[src/source/soc_bus_pkg.sv]
`default_nettype none

package soc_bus_pkg;

	// ====================
	// APB word types
	// ====================

	typedef logic [31:0] addr_t;
	typedef logic [31:0] word_t;

	// Master side request, one copy per slave after decode
	typedef struct packed {
		addr_t paddr;
		logic  psel;
		logic  penable;
		logic  pwrite;
		word_t pwdata;
	} apb_req_t;

	// Response seen by the master
	typedef struct packed {
		word_t prdata;
		logic  pready;
		logic  pslverr;
	} apb_rsp_t;

	// Slave answer, errors come only from the decoder
	typedef struct packed {
		word_t prdata;
		logic  pready;
	} slv_rsp_t;

	// Decoder phase tracking
	typedef enum logic [1:0] {
		ST_IDLE   = 2'd0,
		ST_SETUP  = 2'd1,
		ST_ACCESS = 2'd2
	} apb_state_e;

endpackage

`default_nettype wire

[src/source/soc_map_pkg.sv]
`default_nettype none

package soc_map_pkg;

	// ====================
	// Address map
	// ====================

	// Region code from address bits 31..28
	typedef enum logic [3:0] {
		REG_NONE = 4'h0,
		REG_RAM  = 4'h1,
		REG_LED  = 4'h4,
		REG_TMR  = 4'hA
	} region_e;

	// Scratch RAM, word addressed
	localparam int RAM_WORDS = 512;
	typedef logic [8:0] ram_index_t;

	// LED port
	localparam int LED_WIDTH = 10;
	typedef logic [LED_WIDTH-1:0] led_t;

	// Register offsets, address bits 3..2
	localparam logic [1:0] OFS_VALUE   = 2'd0;
	localparam logic [1:0] OFS_SET     = 2'd1;
	localparam logic [1:0] OFS_CLEAR   = 2'd2;
	localparam logic [1:0] OFS_TOGGLE  = 2'd3;
	localparam logic [1:0] OFS_CTRL    = 2'd0;
	localparam logic [1:0] OFS_COMPARE = 2'd1;
	localparam logic [1:0] OFS_COUNT   = 2'd2;
	localparam logic [1:0] OFS_STATUS  = 2'd3;

	// Timer prescaler, clocks per tick
	localparam int TICK_DIV = 4;
	localparam int TICK_W   = $clog2(TICK_DIV);
	typedef logic [TICK_W-1:0] presc_t;

endpackage

`default_nettype wire

[src/source/led_port.sv]
`timescale 1ns/1ps
`default_nettype none

module led_port (
	input  wire                   clock,
	input  wire                   i_rst_n,
	input  soc_bus_pkg::apb_req_t i_req,
	output soc_bus_pkg::slv_rsp_t o_rsp,
	output soc_map_pkg::led_t     o_leds
);

	import soc_bus_pkg::*;
	import soc_map_pkg::*;

	led_t leds_q;
	led_t mask;
	logic wr_en;

	assign wr_en = i_req.psel && i_req.penable && i_req.pwrite;
	assign mask  = i_req.pwdata[LED_WIDTH-1:0];

	always_ff @(posedge clock or negedge i_rst_n)
	begin
		if (!i_rst_n)
			leds_q <= '0;
		else if (wr_en)
		begin
			case (i_req.paddr[3:2])
				OFS_VALUE:  leds_q <= mask;
				OFS_SET:    leds_q <= leds_q | mask;
				OFS_CLEAR:  leds_q <= leds_q & ~mask;
				OFS_TOGGLE: leds_q <= leds_q ^ mask;
				default:    leds_q <= leds_q;
			endcase
		end
	end

	// Zero wait states, all offsets read the vector
	assign o_rsp.prdata = word_t'(leds_q);
	assign o_rsp.pready = i_req.psel && i_req.penable;
	assign o_leds       = leds_q;

endmodule

`default_nettype wire

[config.mk]
export PLATFORM = sky130hd
export DESIGN_NAME = led_port
export DESIGN_NICKNAME = d
export VERILOG_FILES = /design/src/source/soc_bus_pkg.sv /design/src/source/soc_map_pkg.sv /design/src/source/led_port.sv
export SDC_FILE = /design/constraint.sdc
export NUM_CORES = 1
export LEC_CHECK = 0
export ABC_AREA = 1
export BUFFER_PORTS_ARGS = -buffer_cell sky130_fd_sc_hd__buf_4
export CAP_MARGIN = 10
export CORE_UTILIZATION = 41
export CTS_CLUSTER_SIZE = 30
export DETAILED_ROUTE_END_ITERATION = 16
export GPL_TIMING_DRIVEN = 0
export PLACE_DENSITY = 0.93
export SYNTH_ARGS = -nofsm -noshare
export SYNTH_HDL_FRONTEND = slang
export SYNTH_SLANG_ARGS = --single-unit
[constraint.sdc]
create_clock -name clock -period 1.51 [get_ports clock]
set_input_delay 0.453 -clock clock [delete_from_list [all_inputs] [get_ports clock]]
set_output_delay 0.453 -clock clock [all_outputs]
set_load 0.1 [all_outputs]
==> flow_metrics.tcl <==
set metrics [dict create \
    clkTransAtPathRegs_ps 80 \
    grtUsageTotal_pct 18.3 \
    route.antenna.remaining_nets 0 \
    start_util_pct 42.9 \
    yosysMostFrequentCell "nand2_1" \
    fmax_ghz 0.673 \
    worst-path-stages 1 \
    die-area_um2 3400 \
    start_kind "flip-flop" \
    rsz0062_at_grt "no" \
    die_w_um 58.3 \
    crit_chain "buf_4" \
    htree_levels 1 \
    drc 0 \
    overflow 0 \
    dp.cells 291 \
    critPathTopFamily "flip-flops" \
    syn_area_um2 1300 \
    end_kind "output port" \
    critPathKind "flip-flop to output port" \
    die_h_um 58.3 \
    synth_warnings 0 \
    status "finished clean" \
    finalHoldViolCount 0 \
    cts_buffer_depth 2 \
    tightest_slew_ps 507 \
    routed_wl_um 2890 \
    vias 1257 \
    max_stage_delay_ps 510 \
    placed_cell_area_um2 1740 \
    yosys.area.top_type "buf_4" \
    p_leak_uw 0.00111 \
    reg2reg_depth 7 \
    period_minus_slack_ps 1490 \
    ys_types 16 \
    drive_above_1_share_pct 36.4 \
    drv_slew 0 \
    numCtsBuffers 3 \
    grt_pass1_wl_um 4830 \
    rows 20 \
    grt_antenna_before_repair 0 \
    port_buffers 36 \
    ys_seq_area_share_pct 19.2 \
    worstPathMaxFanout 4 \
    synth_ff_type "dfrtp_1" \
    synthTopCellsByArea "buf_4, dfrtp_1, ha_1" \
    diodes 0 \
    avgSynthCellArea_um2 6.84 \
    setup_viol 0 \
    async_reset_ff_share_pct 100 \
    cts_tree "built" \
    wl_per_cell_um 9.74 \
    p_per_area_nw_per_um2 1340 \
    cap_viol_max_count 0 \
    root_buffer "clkbuf_4" \
    hold-worst-slack_ps 534 \
    cts_sinks 10 \
    hp-class "flip-flop to flip-flop" \
    core_um2 3030 \
    nets 343 \
    arrival_ps 1030 \
    grt_max_degree 11 \
    crit_required_ps 1060 \
    grt_pass1_vias 1173 \
    drtIter0Drc 16 \
    synth_cells 190 \
    drt-vias-per-instance 4.23 \
    min_period_over_period_pct 98.4 \
    synth_top_area_share_pct 19.6 \
    power_uw 2560 \
    final_cell_area_um2 1910 \
    max_slew_margin_pct 66.2 \
    ios 112 \
    dp_hpwl_um 2110 \
    crit_buf_inv 1 \
    synth_enable_flop_cells 0 \
    firstDrtPassIters 4 \
    area_growth_pct 47.2 \
    whs_path_depth 2 \
    gp_congestion 0.824 \
    synthTopCellsByCount "nand2_1, buf_4, inv_1" \
    insertion_delay_ps 270 \
    stdcell_count 297 \
    largest_reg_flops 10 \
    skew_ps 0 \
    peakVddDrop_mv 0.616 \
    tns_ps 0 \
    ys_seq_elements 10 \
    slowest_stage "dfrtp_4" \
]
==> metrics by stage <==
stage | setup slack, ps | utilization [%]
6_report | 24.2 | 63.2
5_1_grt | 1.39 | 63.2
3_5_place_dp | 88.9 | 57.6
3_3_place_gp | 97.2 | 57.6
2_1_floorplan | -9.85 | -
4_1_cts | 19.9 | 62.6
==> repair_timing <==
item,in CTS,in global routing
hold buffers,0,1
hold endpoints to repair,0,10
setup endpoints to repair,10,1
gates resized for setup,28,0
setup buffers,9,1
==> path summary, 6_finish.rpt <==
check	startpoint	end	slack (ps)
worst max-delay path	o_leds[2]	o_leds[2]	20
worst min-delay path	o_leds[9]	o_leds[9]	530
worst max register to register	o_leds[4]	o_leds[4]	220
worst min register to register	o_leds[9]	o_leds[9]	530
max in group asynchronous	i_rst_n	o_leds[6]	790
min in group asynchronous	i_rst_n	o_leds[2]	540
==> cells by family (layout without fill, tap and decap cells) <==
group	Yosys count	in the layout	share of synthesized area, %
AO/OA/AOI/OAI	12	12	5.58
adder cells (fa/ha/maj)	20	20	19.2
other	1	22	0.288
AND/OR/NAND/NOR	80	80	25.5
flip-flops	10	10	19.2
buffers and inverters	67	109	30.1
==> routing by layer <==
| metal | track usage, % | share of wire, % | vias up |
|---|---|---|---|
| met2 | 33.7 | 49 | 54 |
| li1 | - | - | 650 |
| met5 | 0 | 0 | - |
| met3 | 1.98 | 6.9 | 5 |
| met1 | 21.2 | 43 | 548 |
| met4 | 8.84 | 1.3 | 0 |
==> where the power goes <==
part | internal, uW | switching [uW]
Clock | 147 | 114
Combinational | 525 | 1350
Sequential | 356 | 75.5
==> layout by cell type (no fill, tap or decap), types with 2 or more instances in the layout <==
cell      count
a21oi_1       8
a21oi_2       2
buf_12        9
buf_4        61
buf_6         2
clkbuf_4      4
conb_1       22
dfrtp_4       9
ha_1         20
inv_1        28
nand2_1      48
nand3_1      19
nor2_1       12
o21bai_1      2
==> area by class of cell <==
| type | instances | area (um^2) |
|---|---|---|
| Tap cell | 44 | 55.1 |
| Multi-Input combinational cell | 134 | 737 |
| Sequential cell | 10 | 285 |
| Clock buffer | 4 | 36.3 |
| Timing Repair Buffer | 47 | 472 |
| Inverter | 30 | 118 |
| Fill cell | 265 | 1110 |
| Buffer | 28 | 210 |
Note: power is estimated with default switching activity, not from simulation.
