[config.mk]
export PLATFORM = sky130hd
export DESIGN_NAME = tick_timer
export DESIGN_NICKNAME = d
export VERILOG_FILES = /design/src/source/soc_bus_pkg.sv /design/src/source/soc_map_pkg.sv /design/src/source/tick_timer.sv
export SDC_FILE = /design/constraint.sdc
export NUM_CORES = 1
export LEC_CHECK = 0
export ABC_AREA = 1
export ABC_CLOCK_PERIOD_IN_PS = 1600
export BUFFER_PORTS_ARGS = -buffer_cell sky130_fd_sc_hd__buf_4
export CAP_MARGIN = 20
export CORE_MARGIN = 10
export CORE_UTILIZATION = 50
export CTS_BUF_LIST = sky130_fd_sc_hd__clkbuf_8 sky130_fd_sc_hd__clkbuf_16
export DETAILED_ROUTE_END_ITERATION = 10
export PLACE_DENSITY = 0.87
export SYNTH_ARGS = -nofsm -noshare
export SYNTH_HDL_FRONTEND = slang
export SYNTH_SLANG_ARGS = --single-unit
[constraint.sdc]
create_clock -name clock -period 1.6 [get_ports clock]
set_input_delay 0.08 -clock clock [delete_from_list [all_inputs] [get_ports clock]]
set_output_delay 0.08 -clock clock [all_outputs]
set_load 0.05 [all_outputs]
[src/source/soc_bus_pkg.sv]
`default_nettype none

package soc_bus_pkg;

	// ====================
	// APB word types
	// ====================

	typedef logic [31:0] addr_t;
	typedef logic [31:0] word_t;

	// Master side request, one copy per slave after decode
	typedef struct packed {
		addr_t paddr;
		logic  psel;
		logic  penable;
		logic  pwrite;
		word_t pwdata;
	} apb_req_t;

	// Response seen by the master
	typedef struct packed {
		word_t prdata;
		logic  pready;
		logic  pslverr;
	} apb_rsp_t;

	// Slave answer, errors come only from the decoder
	typedef struct packed {
		word_t prdata;
		logic  pready;
	} slv_rsp_t;

	// Decoder phase tracking
	typedef enum logic [1:0] {
		ST_IDLE   = 2'd0,
		ST_SETUP  = 2'd1,
		ST_ACCESS = 2'd2
	} apb_state_e;

endpackage

`default_nettype wire

[src/source/soc_map_pkg.sv]
`default_nettype none

package soc_map_pkg;

	// ====================
	// Address map
	// ====================

	// Region code from address bits 31..28
	typedef enum logic [3:0] {
		REG_NONE = 4'h0,
		REG_RAM  = 4'h1,
		REG_LED  = 4'h4,
		REG_TMR  = 4'hA
	} region_e;

	// Scratch RAM, word addressed
	localparam int RAM_WORDS = 512;
	typedef logic [8:0] ram_index_t;

	// LED port
	localparam int LED_WIDTH = 10;
	typedef logic [LED_WIDTH-1:0] led_t;

	// Register offsets, address bits 3..2
	localparam logic [1:0] OFS_VALUE   = 2'd0;
	localparam logic [1:0] OFS_SET     = 2'd1;
	localparam logic [1:0] OFS_CLEAR   = 2'd2;
	localparam logic [1:0] OFS_TOGGLE  = 2'd3;
	localparam logic [1:0] OFS_CTRL    = 2'd0;
	localparam logic [1:0] OFS_COMPARE = 2'd1;
	localparam logic [1:0] OFS_COUNT   = 2'd2;
	localparam logic [1:0] OFS_STATUS  = 2'd3;

	// Timer prescaler, clocks per tick
	localparam int TICK_DIV = 4;
	localparam int TICK_W   = $clog2(TICK_DIV);
	typedef logic [TICK_W-1:0] presc_t;

endpackage

`default_nettype wire

[src/source/tick_timer.sv]
`timescale 1ns/1ps
`default_nettype none

module tick_timer (
	input  wire                   clock,
	input  wire                   i_rst_n,
	input  soc_bus_pkg::apb_req_t i_req,
	output soc_bus_pkg::slv_rsp_t o_rsp,
	output logic                  o_irq
);

	import soc_bus_pkg::*;
	import soc_map_pkg::*;

	presc_t     presc_q;
	word_t      count_q;
	word_t      compare_q;
	logic [1:0] ctrl_q;
	logic       pending_q;
	logic       access;
	logic       wr_en;
	logic       tick;
	logic       match;
	logic       clr_pend;
	logic [1:0] ofs;

	assign access   = i_req.psel && i_req.penable;
	assign wr_en    = access && i_req.pwrite;
	assign ofs      = i_req.paddr[3:2];
	// Bit 0 enable, bit 1 irq enable
	assign tick     = ctrl_q[0] && (presc_q == presc_t'(TICK_DIV - 1));
	assign match    = (count_q == compare_q);
	assign clr_pend = wr_en && (ofs == OFS_STATUS) && i_req.pwdata[0];

	// ====================
	// Prescaler and counter
	// ====================

	always_ff @(posedge clock or negedge i_rst_n)
	begin
		if (!i_rst_n)
		begin
			presc_q   <= '0;
			count_q   <= '0;
			compare_q <= '0;
			ctrl_q    <= '0;
			pending_q <= 1'b0;
		end
		else
		begin
			if (!ctrl_q[0] || tick)
				presc_q <= '0;
			else
				presc_q <= presc_q + 1'b1;

			// Bus write to count overrides the tick
			if (wr_en && ofs == OFS_COUNT)
				count_q <= i_req.pwdata;
			else if (tick)
				count_q <= match ? '0 : count_q + 1'b1;

			if (wr_en && ofs == OFS_CTRL)
				ctrl_q <= i_req.pwdata[1:0];
			if (wr_en && ofs == OFS_COMPARE)
				compare_q <= i_req.pwdata;

			// New match wins over a clear in the same cycle
			if (tick && match)
				pending_q <= 1'b1;
			else if (clr_pend)
				pending_q <= 1'b0;
		end
	end

	// Register readback
	always_comb
	begin
		case (ofs)
			OFS_CTRL:    o_rsp.prdata = word_t'(ctrl_q);
			OFS_COMPARE: o_rsp.prdata = compare_q;
			OFS_COUNT:   o_rsp.prdata = count_q;
			default:     o_rsp.prdata = word_t'(pending_q);
		endcase
	end

	assign o_rsp.pready = access;
	assign o_irq        = pending_q && ctrl_q[1];

endmodule

`default_nettype wire

==> flow_summary.json <==
{
  "rsz0062_at_grt": "true",
  "vdd_drop_max_mv": 0.745,
  "grt.total_usage_pct": 21.1,
  "dieArea_mm2": 0.0136,
  "initial_core_util_pct": 50.9,
  "critical_path_class": "reg2reg",
  "place_congestion": 0.977,
  "vias": 4934,
  "fin_nets": 836,
  "grt_pass1_vias": 4899,
  "end_kind": "flip-flop",
  "path_delay_family": "simple AND/OR/NAND/NOR gates",
  "floorplan.rows": 35,
  "outcome": "complete, but fails checks",
  "dp_cells": 836,
  "maxCapViolations": 0,
  "clockBufferDepth": 2,
  "drtPass1Iterations": 6,
  "numPortBuffers": 72,
  "critPathRequiredTime_ns": 1.84,
  "synth_cell_type_count": 38,
  "pre_cts_slack_ns": -0.0655,
  "finalCriticalPeriod_ns": 1.67,
  "final_cells": 880,
  "antenna_found_initial": 0,
  "path_clk_slew_ns": 0.08,
  "die_y_um": 117,
  "violations": "setup timing",
  "area_growth_pct": 35.0,
  "htree_levels": 3,
  "slowest_stage": "dfrtp_1",
  "grt-ovfl-total": 0,
  "max_freq_ghz": 0.598,
  "routed_wl_um": 14900,
  "setup_viol": 30,
  "hpwl_um": 10300,
  "num_io_pins": 103,
  "cp.arrival_ns": 1.91,
  "yosys_register_bits": 69,
  "cts_buffers": 9,
  "min_path_type": "in2reg",
  "cts_root_buf": "clkbuf_8",
  "die_width_um": 117,
  "avgViaCountPerCell": 5.61,
  "clock_skew_ns": 0.00851,
  "clock_latency_ns": 0.36,
  "wire_per_inst_um": 17.0,
  "finalMaxSlewViolations": 0,
  "diodes": 0,
  "clock-sinks": 69,
  "min_period_over_period_pct": 105,
  "synth_area_mm2": 0.00466,
  "grt_max_degree": 59,
  "grt_pass1_wl_um": 23000,
  "tritoncts": "yes",
  "ys_seq_area_share_pct": 37.1,
  "postSynthAreaPerCell_um2": 7.47,
  "crit_chain": "xnor2_1, nand2_1, nor2_2, nand2_1, nor2_4, nand2_4, buf_6, nand3_2, nand3_2",
  "drive_above_1_share_pct": 32.1,
  "start_kind": "flip-flop",
  "synthCells": 624,
  "p_leak_nw": 3.14,
  "worst_slew_pin_slew_ns": 0.370,
  "drc": 0,
  "path_max_fanout": 8,
  "nFillCells": 675,
  "core-area_mm2": 0.00915,
  "postRouteAntennaNets": 0,
  "fin_ws_ns": -0.0730,
  "relSlewSlack_pct": 75.1,
  "crit_buf_inv": 1,
  "cpPeakStageDelay_ns": 0.43,
  "power.density_mw_per_mm2": 1300,
  "ys_warn_count": 0,
  "hold_viol": 0,
  "drtIter0Drc": 439,
  "syn_nets": 695
}
-- Yosys cell counts (all sizes together) --
cell,count,area [um^2]
a21oi,1,5.00
and3,1,6.26
buf,11,87.6
clkbuf,12,55.1
clkinv,1,5.00
dfrtp,69,1730
dlymetal6s2s,1,12.5
ha,2,25.0
inv,88,330
mux2,6,67.6
nand2,184,726
nand3,24,125
nand3b,2,15.0
nand4,18,128
nor2,41,206
nor3,12,86.3
o2111ai,1,8.76
o211ai,1,7.51
o21ai,56,280
o21bai,17,165
o22ai,30,188
xnor2,27,236
xor2,19,166
-- final cells by class --
| class | count | area [um^2] | area share [%] |
|---|---|---|---|
| multi-input cells | 444 | 2670 | 42.5 |
| flip-flops and latches | 69 | 1730 | 27.6 |
| repair buffers | 152 | 1220 | 19.5 |
| inverters | 89 | 342 | 5.43 |
| well taps | 111 | 139 | 2.21 |
| clock buffers | 9 | 124 | 1.97 |
| clock inverters | 6 | 56.3 | 0.895 |
-- what timing repair did --
| action | CTS | global route |
|---|---|---|
| hold buffers | 9 | 0 |
| endpoints found under the hold margin | 58 | 0 |
| endpoints found under the setup margin | 22 | 33 |
| pin swaps | 13 | 24 |
| setup buffers | 11 | 7 |
| gates cloned | 0 | 2 |
| gates resized for setup | 17 | 46 |
-- flip-flops by register name (all words and copies together), names as in the netlist --
signal     cells
compare_q     32
ctrl_q         2
pending_q      1
presc_q        2
count_q       32
-- path summary, 6_finish.rpt --
check / startpoint / endpoint / slack (ns) / cells after the start
worst max-delay path: compare_q[23] / count_q[26] / -0.07 / 9
worst min-delay path: i_req[14] / compare_q[14] / 0.0006 / 3
worst max register to register: compare_q[23] / count_q[26] / -0.07 / 9
worst min register to register: presc_q[0] / presc_q[0] / 0.43 / 1
max in group asynchronous: i_rst_n / count_q[1] / 0.85 / 3
min in group asynchronous: i_rst_n / compare_q[23] / 0.16 / 2
-- where the power goes --
| group | leakage (nW) | switching, mW | internal [mW] |
|---|---|---|---|
| clock | 0.0960 | 0.701 | 0.697 |
| combinational | 2.18 | 2.26 | 1.76 |
| sequential | 0.862 | 0.530 | 2.23 |
-- per-layer routing --
| metal | up-vias | routed length [um] | track usage (%) |
|---|---|---|---|
| met1 | 2334 | 5800 | 24.9 |
| met2 | 268 | 7550 | 36.3 |
| met4 | 0 | 397 | 9.14 |
| li1 | 2285 | - | - |
| met5 | - | 0 | 0 |
| met3 | 47 | 1190 | 4.16 |
-- metrics by stage --
stage               utilization [%]  total power [mW]  area (um^2)  hold slack (ns)  setup TNS (ns)
global placement               61.4              6.09         5620          0.00994          -0.100
finish                         68.7              8.18         6290         0.000614           -1.24
floorplan                         -              4.99         4660           -0.216          -0.942
detailed placement             61.4              6.24         5620           0.0130          -0.754
global route                   68.7              8.64         6290        -0.000479           -2.95
CTS                            65.9              7.85         6030          0.00426         -0.0149
-- placed cells by master (no fill, tap or decap), types with 2 or more instances in the layout --
master / synthesis / layout
buf_12: 0 / 3
buf_4: 4 / 134
buf_6: 2 / 6
clkbuf_8: 1 / 9
clkinv_2: 1 / 3
dfrtp_1: 69 / 63
dfrtp_2: 0 / 6
dlygate4sd3_1: 0 / 9
inv_1: 85 / 82
inv_2: 3 / 6
mux2_2: 6 / 6
nand2_1: 176 / 168
nand2_2: 5 / 12
nand2_4: 3 / 5
nand3_1: 23 / 17
nand3_2: 1 / 6
nand3b_1: 2 / 2
nand4_1: 17 / 17
nor2_1: 32 / 23
nor2_2: 3 / 9
nor2_4: 6 / 9
nor3_1: 8 / 5
nor3_2: 3 / 4
nor3_4: 1 / 3
o21ai_0: 55 / 45
o21ai_1: 1 / 10
o21bai_1: 7 / 7
o21bai_2: 10 / 10
o22ai_1: 30 / 30
xnor2_1: 27 / 24
xnor2_2: 0 / 3
xor2_1: 19 / 15
xor2_2: 0 / 4
-- worst min-delay path, stage by stage --
cell     delay [ns]
buf_4          0.11
inv_1          0.06
o21ai_0        0.07
-- logic make-up (layout without fill, tap and decap cells) --
| logic type | Yosys count | after routing | synth area share, % |
|---|---|---|---|
| mux | 6 | 6 | 1.45 |
| simple gates | 282 | 284 | 27.7 |
| compound gates | 106 | 106 | 14.0 |
| fa+ha+maj | 2 | 2 | 0.537 |
| flops | 69 | 69 | 37.1 |
| buf+inv | 113 | 256 | 10.5 |
| xor+xnor | 46 | 46 | 8.65 |
Note: power is estimated with default switching activity, not from simulation.
