==> src/source/soc_bus_pkg.sv <==
`default_nettype none

package soc_bus_pkg;

	// ====================
	// APB word types
	// ====================

	typedef logic [31:0] addr_t;
	typedef logic [31:0] word_t;

	// Master side request, one copy per slave after decode
	typedef struct packed {
		addr_t paddr;
		logic  psel;
		logic  penable;
		logic  pwrite;
		word_t pwdata;
	} apb_req_t;

	// Response seen by the master
	typedef struct packed {
		word_t prdata;
		logic  pready;
		logic  pslverr;
	} apb_rsp_t;

	// Slave answer, errors come only from the decoder
	typedef struct packed {
		word_t prdata;
		logic  pready;
	} slv_rsp_t;

	// Decoder phase tracking
	typedef enum logic [1:0] {
		ST_IDLE   = 2'd0,
		ST_SETUP  = 2'd1,
		ST_ACCESS = 2'd2
	} apb_state_e;

endpackage

`default_nettype wire

==> src/source/soc_map_pkg.sv <==
`default_nettype none

package soc_map_pkg;

	// ====================
	// Address map
	// ====================

	// Region code from address bits 31..28
	typedef enum logic [3:0] {
		REG_NONE = 4'h0,
		REG_RAM  = 4'h1,
		REG_LED  = 4'h4,
		REG_TMR  = 4'hA
	} region_e;

	// Scratch RAM, word addressed
	localparam int RAM_WORDS = 512;
	typedef logic [8:0] ram_index_t;

	// LED port
	localparam int LED_WIDTH = 10;
	typedef logic [LED_WIDTH-1:0] led_t;

	// Register offsets, address bits 3..2
	localparam logic [1:0] OFS_VALUE   = 2'd0;
	localparam logic [1:0] OFS_SET     = 2'd1;
	localparam logic [1:0] OFS_CLEAR   = 2'd2;
	localparam logic [1:0] OFS_TOGGLE  = 2'd3;
	localparam logic [1:0] OFS_CTRL    = 2'd0;
	localparam logic [1:0] OFS_COMPARE = 2'd1;
	localparam logic [1:0] OFS_COUNT   = 2'd2;
	localparam logic [1:0] OFS_STATUS  = 2'd3;

	// Timer prescaler, clocks per tick
	localparam int TICK_DIV = 4;
	localparam int TICK_W   = $clog2(TICK_DIV);
	typedef logic [TICK_W-1:0] presc_t;

endpackage

`default_nettype wire

==> src/source/apb_decoder.sv <==
`timescale 1ns/1ps
`default_nettype none

module apb_decoder (
	input  wire                   clock,
	input  wire                   i_rst_n,
	input  soc_bus_pkg::apb_req_t i_apb,
	output soc_bus_pkg::apb_rsp_t o_apb,
	output soc_bus_pkg::apb_req_t o_ram_req,
	output soc_bus_pkg::apb_req_t o_led_req,
	output soc_bus_pkg::apb_req_t o_tmr_req,
	input  soc_bus_pkg::slv_rsp_t i_ram_rsp,
	input  soc_bus_pkg::slv_rsp_t i_led_rsp,
	input  soc_bus_pkg::slv_rsp_t i_tmr_rsp
);

	import soc_bus_pkg::*;
	import soc_map_pkg::*;

	apb_state_e state_q;
	apb_state_e state_d;
	region_e    region_q;
	region_e    region_sel;
	logic       active;
	logic       access;
	logic       setup;
	apb_rsp_t   rsp;

	function automatic region_e region_of(addr_t a);
		case (a[31:28])
			4'h1:    region_of = REG_RAM;
			4'h4:    region_of = REG_LED;
			4'hA:    region_of = REG_TMR;
			default: region_of = REG_NONE;
		endcase
	endfunction

	assign active = (state_q != ST_IDLE);
	assign setup  = (state_q == ST_IDLE) && i_apb.psel && !i_apb.penable;
	assign access = active && i_apb.psel && i_apb.penable;

	// Setup cycle decodes live, access cycles use the latched region
	assign region_sel = active ? region_q : region_of(i_apb.paddr);

	// ====================
	// Phase tracking
	// ====================

	always_comb
	begin
		state_d = state_q;
		case (state_q)
			ST_IDLE:
				if (setup)
					state_d = ST_SETUP;
			default:
				if (rsp.pready || !i_apb.psel)
					state_d = ST_IDLE;
				else
					state_d = ST_ACCESS;
		endcase
	end

	always_ff @(posedge clock or negedge i_rst_n)
	begin
		if (!i_rst_n)
		begin
			state_q  <= ST_IDLE;
			region_q <= REG_NONE;
		end
		else
		begin
			state_q <= state_d;
			if (setup)
				region_q <= region_of(i_apb.paddr);
		end
	end

	// ====================
	// Request fan-out
	// ====================

	always_comb
	begin
		o_ram_req      = i_apb;
		o_led_req      = i_apb;
		o_tmr_req      = i_apb;
		o_ram_req.psel = i_apb.psel && (region_sel == REG_RAM);
		o_led_req.psel = i_apb.psel && (region_sel == REG_LED);
		o_tmr_req.psel = i_apb.psel && (region_sel == REG_TMR);
	end

	// Response mux, unmapped regions answer at once with an error
	always_comb
	begin
		rsp = '0;
		if (access)
		begin
			case (region_q)
				REG_RAM: {rsp.prdata, rsp.pready} = i_ram_rsp;
				REG_LED: {rsp.prdata, rsp.pready} = i_led_rsp;
				REG_TMR: {rsp.prdata, rsp.pready} = i_tmr_rsp;
				default:
				begin
					rsp.pready  = 1'b1;
					rsp.pslverr = 1'b1;
				end
			endcase
		end
	end

	assign o_apb = rsp;

endmodule

`default_nettype wire

==> config.mk <==
export PLATFORM = sky130hd
export DESIGN_NAME = apb_decoder
export DESIGN_NICKNAME = d
export VERILOG_FILES = /design/src/source/soc_bus_pkg.sv /design/src/source/soc_map_pkg.sv /design/src/source/apb_decoder.sv
export SDC_FILE = /design/constraint.sdc
export NUM_CORES = 1
export LEC_CHECK = 0
export BUFFER_PORTS_ARGS = -buffer_cell sky130_fd_sc_hd__buf_2
export CAP_MARGIN = 20
export CORE_AREA = 2 2 156 158
export DETAILED_ROUTE_END_ITERATION = 8
export DIE_AREA = 0 0 158 160
export REMOVE_ABC_BUFFERS = 1
export SLEW_MARGIN = 30
export SYNTH_ARGS = -nofsm -noshare
export SYNTH_HDL_FRONTEND = slang
export SYNTH_SLANG_ARGS = --single-unit
==> constraint.sdc <==
create_clock -name clock -period 3.4 [get_ports clock]
set_clock_uncertainty 0.2 [all_clocks]
set_input_delay 0.34 -clock clock [delete_from_list [all_inputs] [get_ports clock]]
set_output_delay 0.34 -clock clock [all_outputs]
set_load 0.01 [all_outputs]
==> impl_metrics.py, run 1 <==
metrics = {
    "cts": {
        "numCtsBuffers": 3,
        "cts_max_path_buffers": 2,
        "clk_pin_slew_worst_paths_ps": 30,
        "cts.sinks": 5,
        "cts_tree": "yes",
        "cts_root_buf": "clkbuf_16",
        "cts_setup_buffers": 0,
        "insertion_delay_ps": 230,
        "cts_max_level": 1,
    },
    "floorplan": {
        "core_um2": 23800,
        "die_h_um": 160,
        "ioPinCount": 403,
        "fp.dieW_um": 158,
        "placementRows": 57,
        "start_util": 0.126,
        "dieArea_um2": 25300,
    },
    "synth": {
        "synth.avg_cell_area_um2": 7.15,
        "ys_ff_latch": 5,
        "ys_seq_area_frac": 0.0417,
        "synthCells": 419,
        "synth_top_family_by_area": "buffers and inverters",
        "yosys.area_share.adder": 0,
        "netlist_top_cells_area": "buf_4 50%, and3b_1 19%, a21oi_1 5.3%, dfrtp_1 4.2%, o21ai_0 4.2%",
        "synth_largest_area_cell": "buf_4",
        "synth_simple_gate_area_frac": 0.270,
        "synth_compound_area_frac": 0.131,
        "yosysWarnings": 0,
        "muxShareOfSynthArea": 0.0175,
        "ys_types": 29,
        "syn_area_um2": 3000,
        "synth.top_cell.area_share": 0.501,
        "yosys.area_share.xor_xnor": 0.00292,
    },
    "layout": {
        "final_common_cell": "buf_2",
        "design.final.nets": 533,
        "drive_gt1_frac": 0.478,
        "n_antenna_cell": 0,
        "layout_common_cells": "158 x buf_2, 64 x and3b_1, 32 x nand2_1, 32 x a21oi_1, 25 x o21ai_0",
        "area_growth_pct": -8.43,
    },
    "pwr": {
        "p_sw_frac": 0.323,
        "powerDensity_nw_per_um2": 173,
        "p_leak_nw": 1.39,
        "p_int_uw": 321,
        "ir_drop_v": 0.000136,
        "pwr-share-clk": 0.409,
        "switching_power_uw": 153,
        "p_seq_frac": 0.172,
        "combPwrFrac": 0.420,
    },
    "critical_path": {
        "critPathSlowestCell": "dfrtp_2",
        "max_stage_delay_ps": 710,
        "critPathLaunchType": "flop",
        "critPathMaxFanout": 39,
        "crit_path_end_kind": "primary output",
        "critPathKind": "reg -> out",
        "critical_path_required_ps": 2860,
        "path_cells": "buf_4, and3b_1, o21ai_0, a21oi_1, buf_2",
        "crit_arrival_ps": 2180,
    },
    "timing": {
        "rsz0062_at_grt": "false",
        "tightest_slew_ps": 603,
        "setup_viol": 0,
        "min_period_ps": 2720,
        "setup_tns_ps": 0,
        "hold_violations": 0,
        "clock.fmax_mhz": 368,
        "period_share": 0.799,
        "setup_slack_ps": 683,
        "maxSlewViolCount": 0,
        "slew_headroom": 0.598,
    },
    "placed_design": {
        "dpl.hpwl_mm": 21.2,
        "port-buffer-count": 158,
        "place_ws_ps": 881,
        "place.gp.congestion": 0.787,
    },
    "global_route": {
        "overflow": 0,
        "grt_pass1_vias": 2398,
        "top_usage_layer": "met2",
        "gr-usage-met2": 0.307,
        "grt_pass1_wl_mm": 28.6,
        "met3_usage": 0.224,
        "grt_usage": 0.180,
        "antenna_found_initial": 0,
        "grt_max_degree": 41,
        "grtUsageMet1": 0.106,
    },
    "run_status": {
        "status": "finished, final reports clean",
    },
    "routing": {
        "wl_per_cell_um": 35.3,
        "drc": 0,
        "wirelength_mm": 24.3,
        "drt_first_pass_iters": 4,
        "drtAntennaViolNets": 0,
        "dr_total_vias": 2668,
        "routed_via_density": 3.88,
        "first_iter_violations": 135,
    },
    "hold_path": {
        "hold_class": "in -> reg",
    },
    "job": {
        "drv_cap": 0,
    },
}
power groups by stage:
stage	clock network (mW)	logic (mW)	registers (mW)
after floorplan	0	0.0763	0.0814
after global placement	0	0.198	0.0810
after detailed placement	0	0.201	0.0821
after CTS	0.197	0.202	0.0814
after global routing	0.203	0.221	0.0831
final	0.194	0.199	0.0814
layer usage:
metal  vias up  share of wire
met5         -         0.0098
met4         8          0.037
met3        33           0.26
met2       419           0.47
met1      1110           0.22
li1       1098              -
synth_stat cells:
master / number
inv_1: 2
xor2_1: 1
o21ai_1: 11
mux2_2: 2
clkbuf_1: 14
buf_4: 200
o211ai_2: 1
and4_1: 1
and3b_1: 64
o211a_1: 1
and3_1: 1
nor3b_1: 4
nand2b_1: 1
nor3b_4: 1
nor4b_4: 1
mux2i_1: 3
buf_2: 9
o21ai_0: 25
nand2_1: 32
a2111oi_0: 1
nor2_1: 1
or4b_4: 1
nor4b_1: 1
a21oi_1: 32
dfrtp_1: 5
o311ai_1: 1
nor4bb_1: 1
a31oi_1: 1
o31ai_1: 1
sequential cells by signal, indices dropped and copies added, names as in the netlist:
name / flops
region_q: 3
state_q: 2
what timing repair did:
| item | in CTS | in global routing |
|---|---|---|
| resized for setup | 0 | 0 |
| hold buffers | 1 | 0 |
| endpoints found under the hold margin | 5 | 0 |
worst paths after layout:
check	slack [ps]	endpoint	depth (start not counted)	from
setup / recovery	680	o_apb[29]	5	region_q[2]$_DFFE_PN0P_
hold / removal	250	state_q[0]$_DFFE_PN0P_	2	i_apb[34]
setup reg to reg	1640	state_q[1]$_DFFE_PN0P_	3	region_q[2]$_DFFE_PN0P_
hold reg to reg	440	state_q[0]$_DFFE_PN0P_	1	state_q[0]$_DFFE_PN0P_
max in group asynchronous	2590	region_q[1]$_DFFE_PN0P_	2	i_rst_n
min in group asynchronous	270	state_q[1]$_DFFE_PN0P_	2	i_rst_n
kinds of logic after synthesis:
logic type	after synthesis
buf+inv	225
simple gates	109
compound gates	74
mux	5
xor+xnor	1
flops	5
worst max-delay path, delay by kind of cell (launching register included):
kind            cells  cell delay (ps)
buf+inv             2              570
flops               1              710
simple gates        1              230
compound gates      2              420
per-stage QoR:
step | cells | hold WS (ps) | power, mW | util | area [µm²]
floorplan | 196 | -156 | 0.158 | - | 1400
global placement | 683 | -35.0 | 0.279 | 0.112 | 2660
detailed placement | 683 | -37.7 | 0.283 | 0.112 | 2660
CTS | 688 | 244 | 0.481 | 0.115 | 2750
global route | 688 | 251 | 0.507 | 0.115 | 2750
finish | 688 | 248 | 0.474 | 0.115 | 2750
cell type report:
type / count / area [µm²]
Fill cell: 2815 / 21100
Multi-Input combinational cell: 189 / 1270
Timing Repair Buffer: 164 / 851
Tap cell: 324 / 405
Sequential cell: 5 / 128
Clock buffer: 4 / 78.8
Inverter: 2 / 7.51
(Power assumes the default switching activity.)
==> run 2, diff against run 1 <==
--- a/config.mk
+++ b/config.mk
@@ -7,9 +7,9 @@
 export LEC_CHECK = 0
 export BUFFER_PORTS_ARGS = -buffer_cell sky130_fd_sc_hd__buf_2
 export CAP_MARGIN = 20
-export CORE_AREA = 2 2 156 158
+export CORE_AREA = 2 2 157 159
 export DETAILED_ROUTE_END_ITERATION = 8
-export DIE_AREA = 0 0 158 160
+export DIE_AREA = 0 0 159 161
 export REMOVE_ABC_BUFFERS = 1
 export SLEW_MARGIN = 30
 export SYNTH_ARGS = -nofsm -noshare
==> constraint.sdc (replaced) <==
create_clock -name clock -period 2.4 [get_ports clock]
set_clock_uncertainty 0.2 [all_clocks]
set_input_delay 0.24 -clock clock [delete_from_list [all_inputs] [get_ports clock]]
set_output_delay 0.24 -clock clock [all_outputs]
set_load 0.01 [all_outputs]
==> impl_metrics.py, run 2 (synthesis gave the netlist of run 1 again) <==
metrics = {
    "critical_path": {
        "ff2ff_path_depth": 2,
        "critPathLaunchType": "flop",
        "critPathMaxFanout": 42,
        "crit_path_end_kind": "primary output",
        "max_stage_delay_ps": 520,
        "path_cells": "buf_4, and3b_1, o21ai_0, a21oi_1, buf_2",
        "crit_arrival_ps": 1840,
        "critPathKind": "reg -> out",
        "critPathSlowestCell": "dfrtp_2",
        "critical_path_required_ps": 1960,
    },
    "layout": {
        "layout_common_cells": "158 x buf_2, 64 x and3b_1, 32 x nand2_1, 32 x a21oi_1, 25 x o21ai_0",
        "largest_reg_flops": 3,
        "top_register": "region_q",
        "post-route-util": 0.116,
        "biggestRegsByFlops": "region_q (3), state_q (2)",
        "drive_gt1_frac": 0.484,
        "fin_cells": 692,
        "n_antenna_cell": 0,
        "final_common_cell": "buf_2",
        "design.final.nets": 537,
        "area_growth_pct": -6.89,
    },
    "global_route": {
        "grt_usage": 0.174,
        "grt_pass1_vias": 2391,
        "overflow": 0,
        "antenna_found_initial": 1,
        "grt_pass1_wl_mm": 28.6,
        "grt_max_degree": 43,
    },
    "routing": {
        "wl_per_cell_um": 34.0,
        "drt_first_pass_iters": 6,
        "drc": 0,
        "first_iter_violations": 143,
        "drtAntennaViolNets": 0,
        "routed_via_density": 3.82,
        "wirelength_mm": 23.5,
        "dr_total_vias": 2641,
    },
    "pwr": {
        "powerDensity_nw_per_um2": 242,
        "p_leak_nw": 1.42,
        "ir_drop_v": 0.000186,
        "p_total_uw": 675,
    },
    "floorplan": {
        "placementRows": 57,
        "dieArea_um2": 25600,
        "start_util": 0.125,
        "ioPinCount": 403,
        "core_um2": 24000,
        "fp.dieW_um": 159,
        "die_h_um": 161,
    },
    "cts": {
        "cts_root_buf": "clkbuf_16",
        "cts_max_path_buffers": 2,
        "cts.sinks": 5,
        "cts_tree": "yes",
        "numCtsBuffers": 3,
        "insertion_delay_ps": 230,
        "cts_max_level": 1,
        "clk_pin_slew_worst_paths_ps": 30,
    },
    "placed_design": {
        "dpl.cell_count": 687,
        "dpl.hpwl_mm": 21.2,
        "place.gp.congestion": 0.856,
        "port-buffer-count": 158,
    },
    "timing": {
        "rsz0062_at_grt": "false",
        "maxSlewViolCount": 0,
        "setup_viol": 0,
        "holdWs_ps": 114,
        "min_period_ps": 2280,
        "clock.fmax_mhz": 439,
        "period_share": 0.949,
        "tightest_slew_ps": 552,
        "slew_headroom": 0.627,
        "hold_violations": 0,
        "setup_tns_ps": 0,
    },
    "hold_path": {
        "holdPathStages": 2,
        "hold_class": "in -> reg",
    },
    "job": {
        "drv_cap": 0,
    },
    "run_status": {
        "status": "finished, final reports clean",
    },
}
run 2: changes by cell type in the layout (fill, tap and decap cells not counted), sizes merged:
cell / before / now
buf: 163 / 167
run 2: metrics by stage:
stage / cell area [µm²] / worst slack [ps]
finish: 2790 / 122
CTS: 2790 / 122
global placement: 2700 / 382
floorplan: 1400 / -221
global route: 2790 / 7.53
detailed placement: 2700 / 370
run 2: worst max-delay path: cells and delay by family, from the launching register on:
family          cells  cell delay [ps]
buf+inv             2              540
flops               1              520
compound gates      2              300
simple gates        1              220
run 2: layout make-up:
cell class                      instances  area [µm²]
Fill cell                            2821       21200
Multi-Input combinational cell        189        1270
Timing Repair Buffer                  168         897
Tap cell                              324         405
Sequential cell                         5         128
Clock buffer                            4        78.8
Inverter                                2        7.51
run 2: report_power, final:
part,switching (mW),total (mW),internal [mW],leakage (nW)
clock network,0.0538,0.274,0.220,0.0382
registers,0.0153,0.106,0.0902,0.0648
logic,0.145,0.296,0.151,1.32
run 2: path summary, 6_finish.rpt:
path,to,slack (ps),start
max reg2reg,region_q[2]$_DFFE_PN0P_,810,state_q[1]$_DFFE_PN0P_
min reg2reg,state_q[0]$_DFFE_PN0P_,430,state_q[0]$_DFFE_PN0P_
max,o_apb[32],120,region_q[1]$_DFFE_PN0P_
min in group asynchronous,state_q[1]$_DFFE_PN0P_,160,i_rst_n
min,state_q[0]$_DFFE_PN0P_,110,i_apb[33]
max in group asynchronous,region_q[2]$_DFFE_PN0P_,1680,i_rst_n
run 2: timing repair:
action | in CTS | in global routing
resized for setup | 0 | 1
hold endpoints to repair | 5 | 0
endpoints found under the setup margin | 0 | 1
hold buffers | 1 | 0
setup buffers | 0 | 0
run 2: layer usage:
metal	share of wire	global-route usage
met1	0.22	0.107
met2	0.49	0.304
met3	0.24	0.193
met4	0.046	0.0649
met5	0.0092	0.0985
